**config.mk**
```make
export PLATFORM = sky130hd
export DESIGN_NAME = alu_core
export DESIGN_NICKNAME = d
export VERILOG_FILES = /design/src/logic/alu_op_pkg.sv /design/src/logic/alu_result_pkg.sv /design/src/logic/alu_core.sv /design/src/logic/alu_datapath.sv /design/src/logic/cond_eval.sv /design/src/logic/flag_gen.sv /design/src/logic/result_queue.sv
export VERILOG_INCLUDE_DIRS = /design/src /design/src/logic
export SDC_FILE = /design/constraint.sdc
export NUM_CORES = 1
export LEC_CHECK = 0
export ABC_AREA = 1
export BUFFER_PORTS_ARGS = -buffer_cell sky130_fd_sc_hd__buf_2
export CORE_MARGIN = 4
export CORE_UTILIZATION = 40
export DETAILED_ROUTE_END_ITERATION = 16
export PLACE_DENSITY = 0.64
export SYNTH_ARGS = -nofsm -noshare
export SYNTH_HDL_FRONTEND = slang
export SYNTH_HIERARCHICAL = 1
export SYNTH_SLANG_ARGS = --single-unit
```
**constraint.sdc**
```tcl
create_clock -name clk -period 6.1 [get_ports clk]
set_input_delay 0.915 -clock clk [delete_from_list [all_inputs] [get_ports clk]]
set_output_delay 0.915 -clock clk [all_outputs]
set_load 0.1 [all_outputs]
```
**src/logic/alu_config.svh**
```systemverilog
`ifndef ALU_CONFIG_SVH
`define ALU_CONFIG_SVH

// operand and result width
`define ALU_DATA_W 64

// C,O,A,S,Z,P
`define ALU_FLAGS_W 6

// issue tag wide enough for all in-flight ops
`define ALU_TAG_W 4

// result queue entries and the issuer's credits after reset
`define ALU_QUEUE_DEPTH 4

// credits the sink hands out after reset
`define ALU_SINK_CREDITS 2

`endif

```
**src/logic/alu_op_pkg.sv**
```systemverilog
`include "alu_config.svh"

package alu_op_pkg;

  typedef logic [`ALU_DATA_W-1:0] alu_data_t;
  typedef logic [`ALU_TAG_W-1:0]  alu_tag_t;

  typedef enum logic [3:0] {
    ADD,
    SUB,
    AND,
    OR,
    XOR,
    MOV,
    ZXT8,
    ZXT16,
    SXT8,
    SXT16,
    SXT32,
    CMOV,
    CSET
  } alu_opcode_e;

  typedef enum logic {
    SZ64,
    SZ32
  } alu_size_e;

  // 16 flag tests plus always
  typedef enum logic [4:0] {
    Z, NZ, S, NS,
    UGT, ULE, UGE, ULT,
    SGT, SLE, SGE, SLT,
    O, NO, P, NP,
    ALWAYS
  } alu_cond_e;

  typedef struct packed {
    alu_tag_t                 tag;
    alu_opcode_e              opcode;
    alu_size_e                size;
    alu_cond_e                cond;
    logic                     no_flags;  // result keeps flags cleared
    alu_data_t                a;
    alu_data_t                b;
    logic [`ALU_FLAGS_W-1:0]  flags_in;  // C,O,A,S,Z,P for cmov/cset
  } alu_issue_t;

endpackage

```
**src/logic/alu_result_pkg.sv**
```systemverilog
package alu_result_pkg;

  import alu_op_pkg::*;

  // same bit order as issue flags_in
  typedef struct packed {
    logic c;
    logic o;
    logic a;
    logic s;
    logic z;
    logic p;
  } alu_flags_t;

  typedef struct packed {
    alu_tag_t   tag;
    alu_data_t  value;
    alu_flags_t flags;
    logic       sets_flags;
  } alu_result_t;

endpackage

```
**src/logic/alu_core.sv**
```systemverilog
`timescale 1ns/1ps

module alu_core import alu_op_pkg::*; import alu_result_pkg::*; (
  input  logic        clk,
  input  logic        rst,
  input  alu_issue_t  issue,
  input  logic        issue_valid,
  output logic        issue_credit,
  output alu_result_t result,
  output logic        result_valid,
  input  logic        result_credit
);

  alu_result_t stage;
  logic        stage_valid;
  logic        carry_out;
  logic        carry_nibble;
  logic        sign_a;
  logic        sign_b;
  alu_opcode_e stage_op;
  alu_size_e   stage_size;
  logic        stage_no_flags;
  alu_result_t done;
  logic        done_valid;

  alu_datapath i_alu_datapath (
    .clk            (clk),
    .rst            (rst),
    .issue          (issue),
    .issue_valid    (issue_valid),
    .stage          (stage),
    .stage_valid    (stage_valid),
    .carry_out      (carry_out),
    .carry_nibble   (carry_nibble),
    .sign_a         (sign_a),
    .sign_b         (sign_b),
    .stage_op       (stage_op),
    .stage_size     (stage_size),
    .stage_no_flags (stage_no_flags)
  );

  flag_gen i_flag_gen (
    .stage        (stage),
    .stage_valid  (stage_valid),
    .carry_out    (carry_out),
    .carry_nibble (carry_nibble),
    .sign_a       (sign_a),
    .sign_b       (sign_b),
    .stage_op     (stage_op),
    .stage_size   (stage_size),
    .no_flags     (stage_no_flags),
    .done         (done),
    .done_valid   (done_valid)
  );

  result_queue i_result_queue (
    .clk           (clk),
    .rst           (rst),
    .done          (done),
    .done_valid    (done_valid),
    .result        (result),
    .result_valid  (result_valid),
    .result_credit (result_credit),
    .issue_credit  (issue_credit)
  );

endmodule

```
**src/logic/alu_datapath.sv**
```systemverilog
`timescale 1ns/1ps
`include "alu_config.svh"

module alu_datapath import alu_op_pkg::*; import alu_result_pkg::*; (
  input  logic        clk,
  input  logic        rst,
  input  alu_issue_t  issue,
  input  logic        issue_valid,
  output alu_result_t stage,
  output logic        stage_valid,
  output logic        carry_out,
  output logic        carry_nibble,
  output logic        sign_a,
  output logic        sign_b,
  output alu_opcode_e stage_op,
  output alu_size_e   stage_size,
  output logic        stage_no_flags
);

  logic                 is_sub;
  logic                 is_32;
  logic                 taken;
  alu_data_t            b_in;
  logic [`ALU_DATA_W:0] sum_ext;
  logic                 carry32;
  logic                 carry4;
  alu_data_t            value;

  cond_eval i_cond_eval (
    .flags (alu_flags_t'(issue.flags_in)),
    .cond  (issue.cond),
    .taken (taken)
  );

  assign is_sub = (issue.opcode == SUB);
  assign is_32  = (issue.size == SZ32);

  // sub is a + ~b + 1
  assign b_in    = is_sub ? ~issue.b : issue.b;
  assign sum_ext = {1'b0, issue.a} + {1'b0, b_in} + {{`ALU_DATA_W{1'b0}}, is_sub};

  // carry into a bit = sum bit xor both operand bits
  assign carry32 = sum_ext[32] ^ issue.a[32] ^ b_in[32];
  assign carry4  = sum_ext[4] ^ issue.a[4] ^ b_in[4];

  always_comb begin
    case (issue.opcode)
      ADD, SUB: value = sum_ext[`ALU_DATA_W-1:0];
      AND:      value = issue.a & issue.b;
      OR:       value = issue.a | issue.b;
      XOR:      value = issue.a ^ issue.b;
      MOV:      value = issue.b;
      ZXT8:     value = alu_data_t'(issue.b[7:0]);
      ZXT16:    value = alu_data_t'(issue.b[15:0]);
      SXT8:     value = alu_data_t'($signed(issue.b[7:0]));
      SXT16:    value = alu_data_t'($signed(issue.b[15:0]));
      SXT32:    value = alu_data_t'($signed(issue.b[31:0]));
      CMOV:     value = taken ? issue.b : issue.a;
      CSET:     value = alu_data_t'(taken);
      default:  value = '0;
    endcase
    if (is_32) begin
      value[`ALU_DATA_W-1:32] = '0;
    end
  end

  always_ff @(posedge clk) begin
    if (rst) begin
      stage_valid <= 1'b0;
    end else begin
      stage_valid <= issue_valid;
    end
  end

  // payload only moves on a valid issue
  always_ff @(posedge clk) begin
    if (issue_valid) begin
      stage.tag        <= issue.tag;
      stage.value      <= value;
      stage.flags      <= '0;  // filled in by flag_gen
      stage.sets_flags <= 1'b0;
      carry_out        <= is_32 ? carry32 : sum_ext[`ALU_DATA_W];
      carry_nibble     <= carry4;
      sign_a           <= is_32 ? issue.a[31] : issue.a[`ALU_DATA_W-1];
      sign_b           <= is_32 ? issue.b[31] : issue.b[`ALU_DATA_W-1];
      stage_op         <= issue.opcode;
      stage_size       <= issue.size;
      stage_no_flags   <= issue.no_flags;
    end
  end

endmodule

```
**src/logic/cond_eval.sv**
```systemverilog
`timescale 1ns/1ps

module cond_eval import alu_op_pkg::*; import alu_result_pkg::*; (
  input  alu_flags_t flags,
  input  alu_cond_e  cond,
  output logic       taken
);

  logic lt;  // signed less-than

  assign lt = flags.s ^ flags.o;

  always_comb begin
    case (cond)
      Z:       taken = flags.z;
      NZ:      taken = ~flags.z;
      S:       taken = flags.s;
      NS:      taken = ~flags.s;
      UGT:     taken = ~(flags.c | flags.z);
      ULE:     taken = flags.c | flags.z;
      UGE:     taken = ~flags.c;
      ULT:     taken = flags.c;
      SGT:     taken = ~(lt | flags.z);
      SLE:     taken = lt | flags.z;
      SGE:     taken = ~lt;
      SLT:     taken = lt;
      O:       taken = flags.o;
      NO:      taken = ~flags.o;
      P:       taken = flags.p;
      NP:      taken = ~flags.p;
      ALWAYS:  taken = 1'b1;
      default: taken = 1'b0;  // unused encodings
    endcase
  end

endmodule

```
**src/logic/flag_gen.sv**
```systemverilog
`timescale 1ns/1ps
`include "alu_config.svh"

module flag_gen import alu_op_pkg::*; import alu_result_pkg::*; (
  input  alu_result_t stage,
  input  logic        stage_valid,
  input  logic        carry_out,
  input  logic        carry_nibble,
  input  logic        sign_a,
  input  logic        sign_b,
  input  alu_opcode_e stage_op,
  input  alu_size_e   stage_size,
  input  logic        no_flags,
  output alu_result_t done,
  output logic        done_valid
);

  logic                    is_add;
  logic                    is_sub;
  logic                    is_logic;
  logic                    top;
  logic                    zero;
  logic                    parity;
  logic                    add_of;
  logic                    sub_of;
  logic                    sets;
  logic [`ALU_FLAGS_W-1:0] flags_coaszp;

  assign is_add   = (stage_op == ADD);
  assign is_sub   = (stage_op == SUB);
  assign is_logic = (stage_op == AND) || (stage_op == OR) || (stage_op == XOR);

  // sized sign and zero test
  assign top  = (stage_size == SZ32) ? stage.value[31] : stage.value[`ALU_DATA_W-1];
  assign zero = (stage_size == SZ32) ? (stage.value[31:0] == '0) : (stage.value == '0);

  assign parity = ~^stage.value[7:0];  // even count of ones

  assign add_of = (sign_a == sign_b) && (top != sign_a);
  assign sub_of = (sign_a != sign_b) && (top != sign_a);

  assign sets = (is_add || is_sub || is_logic) && !no_flags;

  always_comb begin
    if (!sets) begin
      flags_coaszp = '0;
    end else if (is_add) begin
      flags_coaszp = {carry_out, add_of, carry_nibble, top, zero, parity};
    end else if (is_sub) begin
      // borrow is the inverted carry
      flags_coaszp = {~carry_out, sub_of, ~carry_nibble, top, zero, parity};
    end else begin
      flags_coaszp = {3'b000, top, zero, parity};
    end
  end

  always_comb begin
    done            = stage;
    done.flags      = alu_flags_t'(flags_coaszp);
    done.sets_flags = sets;
  end

  assign done_valid = stage_valid;

endmodule

```
**src/logic/result_queue.sv**
```systemverilog
`timescale 1ns/1ps
`include "alu_config.svh"

module result_queue import alu_result_pkg::*; (
  input  logic        clk,
  input  logic        rst,
  input  alu_result_t done,
  input  logic        done_valid,
  output alu_result_t result,
  output logic        result_valid,
  input  logic        result_credit,
  output logic        issue_credit
);

  localparam int DEPTH  = `ALU_QUEUE_DEPTH;
  localparam int PTR_W  = (DEPTH > 1) ? $clog2(DEPTH) : 1;
  localparam int CNT_W  = $clog2(DEPTH + 1);
  localparam int CRED_W = $clog2(`ALU_SINK_CREDITS + 1);

  alu_result_t       mem [DEPTH];
  logic [PTR_W-1:0]  wr_ptr;
  logic [PTR_W-1:0]  rd_ptr;
  logic [CNT_W-1:0]  count;
  logic [CRED_W-1:0] sink_credits;
  logic              pop;

  // one pop per cycle while data and a sink credit are there
  assign pop = (count != '0) && (sink_credits != '0);

  assign result       = mem[rd_ptr];
  assign result_valid = pop;
  assign issue_credit = pop;  // entry freed

  always_ff @(posedge clk) begin
    if (done_valid) begin
      mem[wr_ptr] <= done;
    end
  end

  always_ff @(posedge clk) begin
    if (rst) begin
      wr_ptr       <= '0;
      rd_ptr       <= '0;
      count        <= '0;
      sink_credits <= CRED_W'(`ALU_SINK_CREDITS);
    end else begin
      if (done_valid) begin
        wr_ptr <= (wr_ptr == PTR_W'(DEPTH - 1)) ? '0 : wr_ptr + 1'b1;
      end
      if (pop) begin
        rd_ptr <= (rd_ptr == PTR_W'(DEPTH - 1)) ? '0 : rd_ptr + 1'b1;
      end
      case ({done_valid, pop})
        2'b10:   count <= count + 1'b1;
        2'b01:   count <= count - 1'b1;
        default: count <= count;
      endcase
      case ({pop, result_credit})
        2'b10:   sink_credits <= sink_credits - 1'b1;
        2'b01:   sink_credits <= sink_credits + 1'b1;
        default: sink_credits <= sink_credits;  // spent and returned together
      endcase
    end
  end

endmodule

```
# After elaboration in Yosys (flattened, before gate mapping)
# Memory sizes are Yosys's and may differ from the RTL's. A register that Yosys moved wholly into a read port is not among the register bits.
# Cells that the tools add are included.
classes:
  n_mul: 0
  add_sub_neg: 8
  reduce_logical: 20
  div: 0
  shifts: 0
  order_cmp: 0
  n_eq_ne: 41
  bitwise_logic: 21
  muxes: 20
op_table:
  columns: ["cell", "count"]
  rows:
  - ["64-bit one-hot mux with 12 select lines", 1]
  - ["64-bit 2-to-1 mux", 2]
  - ["64-bit by 64-bit adder with 65-bit output", 1]
  - ["65-bit by 1-bit adder with 65-bit output", 1]
  - ["64-bit bitwise AND", 1]
  - ["64-bit logical NOT", 1]
  - ["64-bit NOT", 1]
  - ["64-bit bitwise OR", 1]
  - ["64-bit bitwise XOR", 1]
  - ["5-bit by 4-bit equality test with 1-bit output (second input constant)", 8]
  - ["32-bit logical NOT", 1]
  - ["4-bit by 3-bit equality test with 1-bit output (second input constant)", 5]
  - ["4-bit equality test (second input constant)", 5]
  - ["5-bit by 3-bit equality test with 1-bit output (second input constant)", 4]
  - ["6-bit 2-to-1 mux", 3]
  - ["1-bit one-hot mux with 17 select lines", 1]
  - ["4-bit by 2-bit equality test with 1-bit output (second input constant)", 4]
  - ["5-bit by 2-bit equality test with 1-bit output (second input constant)", 2]
  - ["1-bit NOT", 10]
  - ["2-bit equality test (second input constant)", 4]
  - ["4-bit by 1-bit equality test with 1-bit output (second input constant)", 2]
  - ["4-bit logical NOT", 2]
  - ["2-bit 2-to-1 mux", 4]
  - ["8-bit XNOR reduction", 1]
  - ["other kinds (21)", 44]
word_totals:
  latchBits: 0
  output_inout_bits: 77
  wordCells: 126
  n_memories: 1
  regBits: 88
  ramBits: 300
  romBits: 0
mem_list:
  columns: ["name", "depth", "width", "read_ports", "rd_ports_with_merged_regs", "write_ports", "line_no", "text"]
  rows:
  - ["i_result_queue.mem", 4, 75, 1, 1, 1, "result_queue.sv:20", "alu_result_t mem [DEPTH];"]

# Longest topological paths before layout
depth:
  ltp_word: 7
  ltp_mapped: 22

# By module
# The synthesis kept the hierarchy.
modules_own_cells:
  columns: ["mod", "cells_per_inst", "instances", "seq_area_each_um2", "area_per_inst_um2"]
  rows:
  - ["alu_datapath", 1856, 1, 2362.3, 12619.6]
  - ["result_queue", 804, 1, 9228.9, 12296.8]
  - ["flag_gen", 167, 1, 0.0, 977.2]
  - ["cond_eval", 58, 1, 0.0, 242.7]

# Least setup slack after synthesis
# Ideal clock, no wire load.
synth_path:
  path_type: "input-to-reg"
  startpoint: "input issue[143] (netlist bit)"
  endpoint: "register, netlist name i_alu_datapath/stage[37]"
  path_buffers: 1
  arrival_time_ns: 3.073
  t_required_ns: 5.825
  path_slack_ns: 2.752
  path_stages: 14
  cell_sequence: "nor2_2 nand2_2 buf_2 xor2_1 ha_1 a21oi_1 o21ai_0 a21oi_1 nor2_1 nor2_1 nand2_1 or2_2 nand3_1 o2111ai_1"
synth_between:
  elab_chain_len: 5
  word_cells_on_any_way: 18
  cone_classes: "add/sub: 2; eq/ne: 12; mux: 2; reduce/logical: 2"
synth_lines:
  columns: ["element", "line_no", "text"]
  rows:
  - ["from (decl)", "alu_core.sv:6", "input alu_issue_t issue,"]
  - ["4-bit by 1-bit equality test with 1-bit output", "alu_datapath.sv:35, alu_datapath.sv:47", null]
  - ["64-bit 2-to-1 mux", "alu_datapath.sv:39", "assign b_in = is_sub ? ~issue.b : issue.b;"]
  - ["64-bit by 64-bit adder with 65-bit output", "alu_datapath.sv:40", "assign sum_ext = {1'b0, issue.a} + {1'b0, b_in} + {{`ALU_DATA_W{1'b0}}, is_sub};"]
  - ["65-bit by 1-bit adder with 65-bit output", "alu_datapath.sv:40", null]
  - ["64-bit one-hot mux with 12 select lines *", "alu_datapath.sv:47", "case (issue.opcode)"]
  - ["named net i_alu_datapath.value[30]", "alu_datapath.sv:27", "alu_data_t value;"]
# The timed path passes the listed nets; every way through them passes the cells marked *.
# A chain may end at the register's enable or synchronous reset.

==> qor.csv <==
metric;value;unit
CP Capture Type;output port;
sw frac;49.3;%
total CTS buffers;36;
Leak Pwr;11.5;nW
status;completed;
PwrDens;373;mW/mm^2
Flop pwr share;31.1;%
Worst VDD drop;0.000415;V
max frequency;240;MHz
nets;3362;
CTS hold repair buffers;0;
Required @ worst endpoint;5.18;ns
Mapped Area;0.0261;sq mm
Tightest Hold Check Type;flop to flop;
Syn Area/Cell;9.07;sq um
Final Hold Vio Count;0;
Clock Skew;0.0231;ns
first-pass GRT wire length;114000;um
post-layout util;44.4;%
Die X;263;um
Starting DRT DRC Count;1673;
Core ar.;0.0645;sq mm
largest net degree at the start of global routing;104;
Worst Path Max Fanout;98;
number of port buffers;228;
Final setup viols;0;
RR Startpoint;i_result_queue/wr_ptr[0];
Sw Pwr;5.26;mW
most common cell after layout, fill and taps aside;nand2_1;
H-tree depth;2;
WL/cell;19.4;um
cell row count;93;
crit path kind;flop to output port;
most frequent cells in the layout;nand2_1 (381), edfxtp_1 (378), nor2_1 (367);
number of I/O pins;230;
clock sinks;390;
share of cells above drive strength 1;15.3;%
CTS max path bufs;3;
total grt overflow;0;
post_cts resized;0;
clock-pin slew on the worst setup and hold paths;0.06;ns
DRC viols;0;
TritonCTS clock tree;built;
min Tclk post-route;4.17;ns
Worst slew margin;28.0;%
Final period util;68.4;%
routability congestion estimate from global placement;1.00;
Worst Tran Pin Value;1.08;ns
Global Route Usage Sum;20.8;%
Synth Warn #;6;
Cells after Synth;2877;
Root Buffer;clkbuf_16;
final wirelength;75500;um
DP HPWL;56100;um
Initial Util;40.5;%
Post-CTS Setup Bufs;0;
RSZ-0062 raised after global routing;no;
combinational share of power;48.1;%
MaxCap Viol Count;0;
Critical Path Start Type;flop;
Final ANT Viol Nets;0;
Die Y;263;um
clock share of power;20.8;%
vias in the first global route;19700;
area grow syn2layout;9.72;%
initial antenna violation count;12;
Final Max Tran Viols;0;
CP arrival;3.26;ns
later-pin clock latency in the skew report;0.53;ns
fill count;6357;
Synth Net Count;3239;
1st-pass router iterations;6;
Final TNS setup;0;ns
die area;0.0693;sq mm
routed via count;20600;
Power Internal;5.41;mW
hold_sp;i_alu_datapath/stage[71];
via/cell ratio;5.31;
==> worst paths after layout <==
check | endpoint | slack, ns | depth (start not counted)
worst max-delay path | result[36] | 1.93 | 4
worst min-delay path | i_result_queue/mem[0][71] | 0.50 | 0
worst max register to register | i_result_queue/mem[0][63] | 3.66 | 5
worst min register to register | i_result_queue/mem[0][71] | 0.50 | 0
==> through the flow <==
step	cell area (sq um)	worst slack (ns)	instances	hold slack, ns	power, mW
global placement	27400	1.57	3817	0.482	8.48
CTS	28600	1.88	3880	0.494	10.7
global route	28600	1.69	3888	0.528	11.2
finish	28600	1.93	3889	0.499	10.7
floorplan	26100	2.75	2877	0.471	7.58
detailed placement	27400	1.52	3817	0.479	8.52
==> cell type report <==
type / count / area, sq um / area share, %
sequential: 390 / 11600 / 40.5
clock inverter: 21 / 221 / 0.774
timing repair buffer: 253 / 1340 / 4.70
antenna: 9 / 22.5 / 0.0787
inverter: 342 / 1290 / 4.51
multi-input combinational: 1977 / 12100 / 42.4
tap: 855 / 1070 / 3.74
clock buffer: 42 / 945 / 3.30
==> critical path: stages, from the launching register on <==
cell	delay, ns
dfxtp_4	0.70
buf_4	0.85
o21ai_0	0.26
o22ai_1	0.38
buf_2	0.51
==> registers in the layout, indices dropped and copies added (netlist names), named ones only <==
| signal | flops |
|---|---|
| i_alu_datapath/stage_size | 1 |
| i_alu_datapath/carry_out | 1 |
| i_alu_datapath/sign_a | 1 |
| i_result_queue/rd_ptr | 2 |
| i_alu_datapath/stage_op | 4 |
| i_alu_datapath/stage_valid | 1 |
| i_alu_datapath/sign_b | 1 |
| i_alu_datapath/carry_nibble | 1 |
| i_result_queue/sink_credits | 2 |
| i_alu_datapath/stage_no_flags | 1 |
| i_alu_datapath/stage | 68 |
| i_result_queue/mem | 300 |
| i_result_queue/count | 3 |
| i_result_queue/wr_ptr | 2 |
==> power groups by stage <==
| stage | Combinational (mW) | Sequential [mW] | Clock [mW] |
|---|---|---|---|
| finish | 5.13 | 3.31 | 2.22 |
| CTS | 5.15 | 3.32 | 2.27 |
| global placement | 5.11 | 3.37 | 0 |
| floorplan | 4.35 | 3.23 | 0 |
| global route | 5.43 | 3.34 | 2.39 |
| detailed placement | 5.14 | 3.38 | 0 |
==> layer usage <==
layer | routed length [um] | vias up | track usage, %
li1 | - | 10100 | -
met1 | 33400 | 9786 | 28.1
met2 | 35500 | 600 | 34.8
met3 | 3980 | 114 | 2.37
met4 | 2520 | 6 | 7.36
met5 | 35 | - | 0
Note: power is estimated with default switching activity, not from simulation.
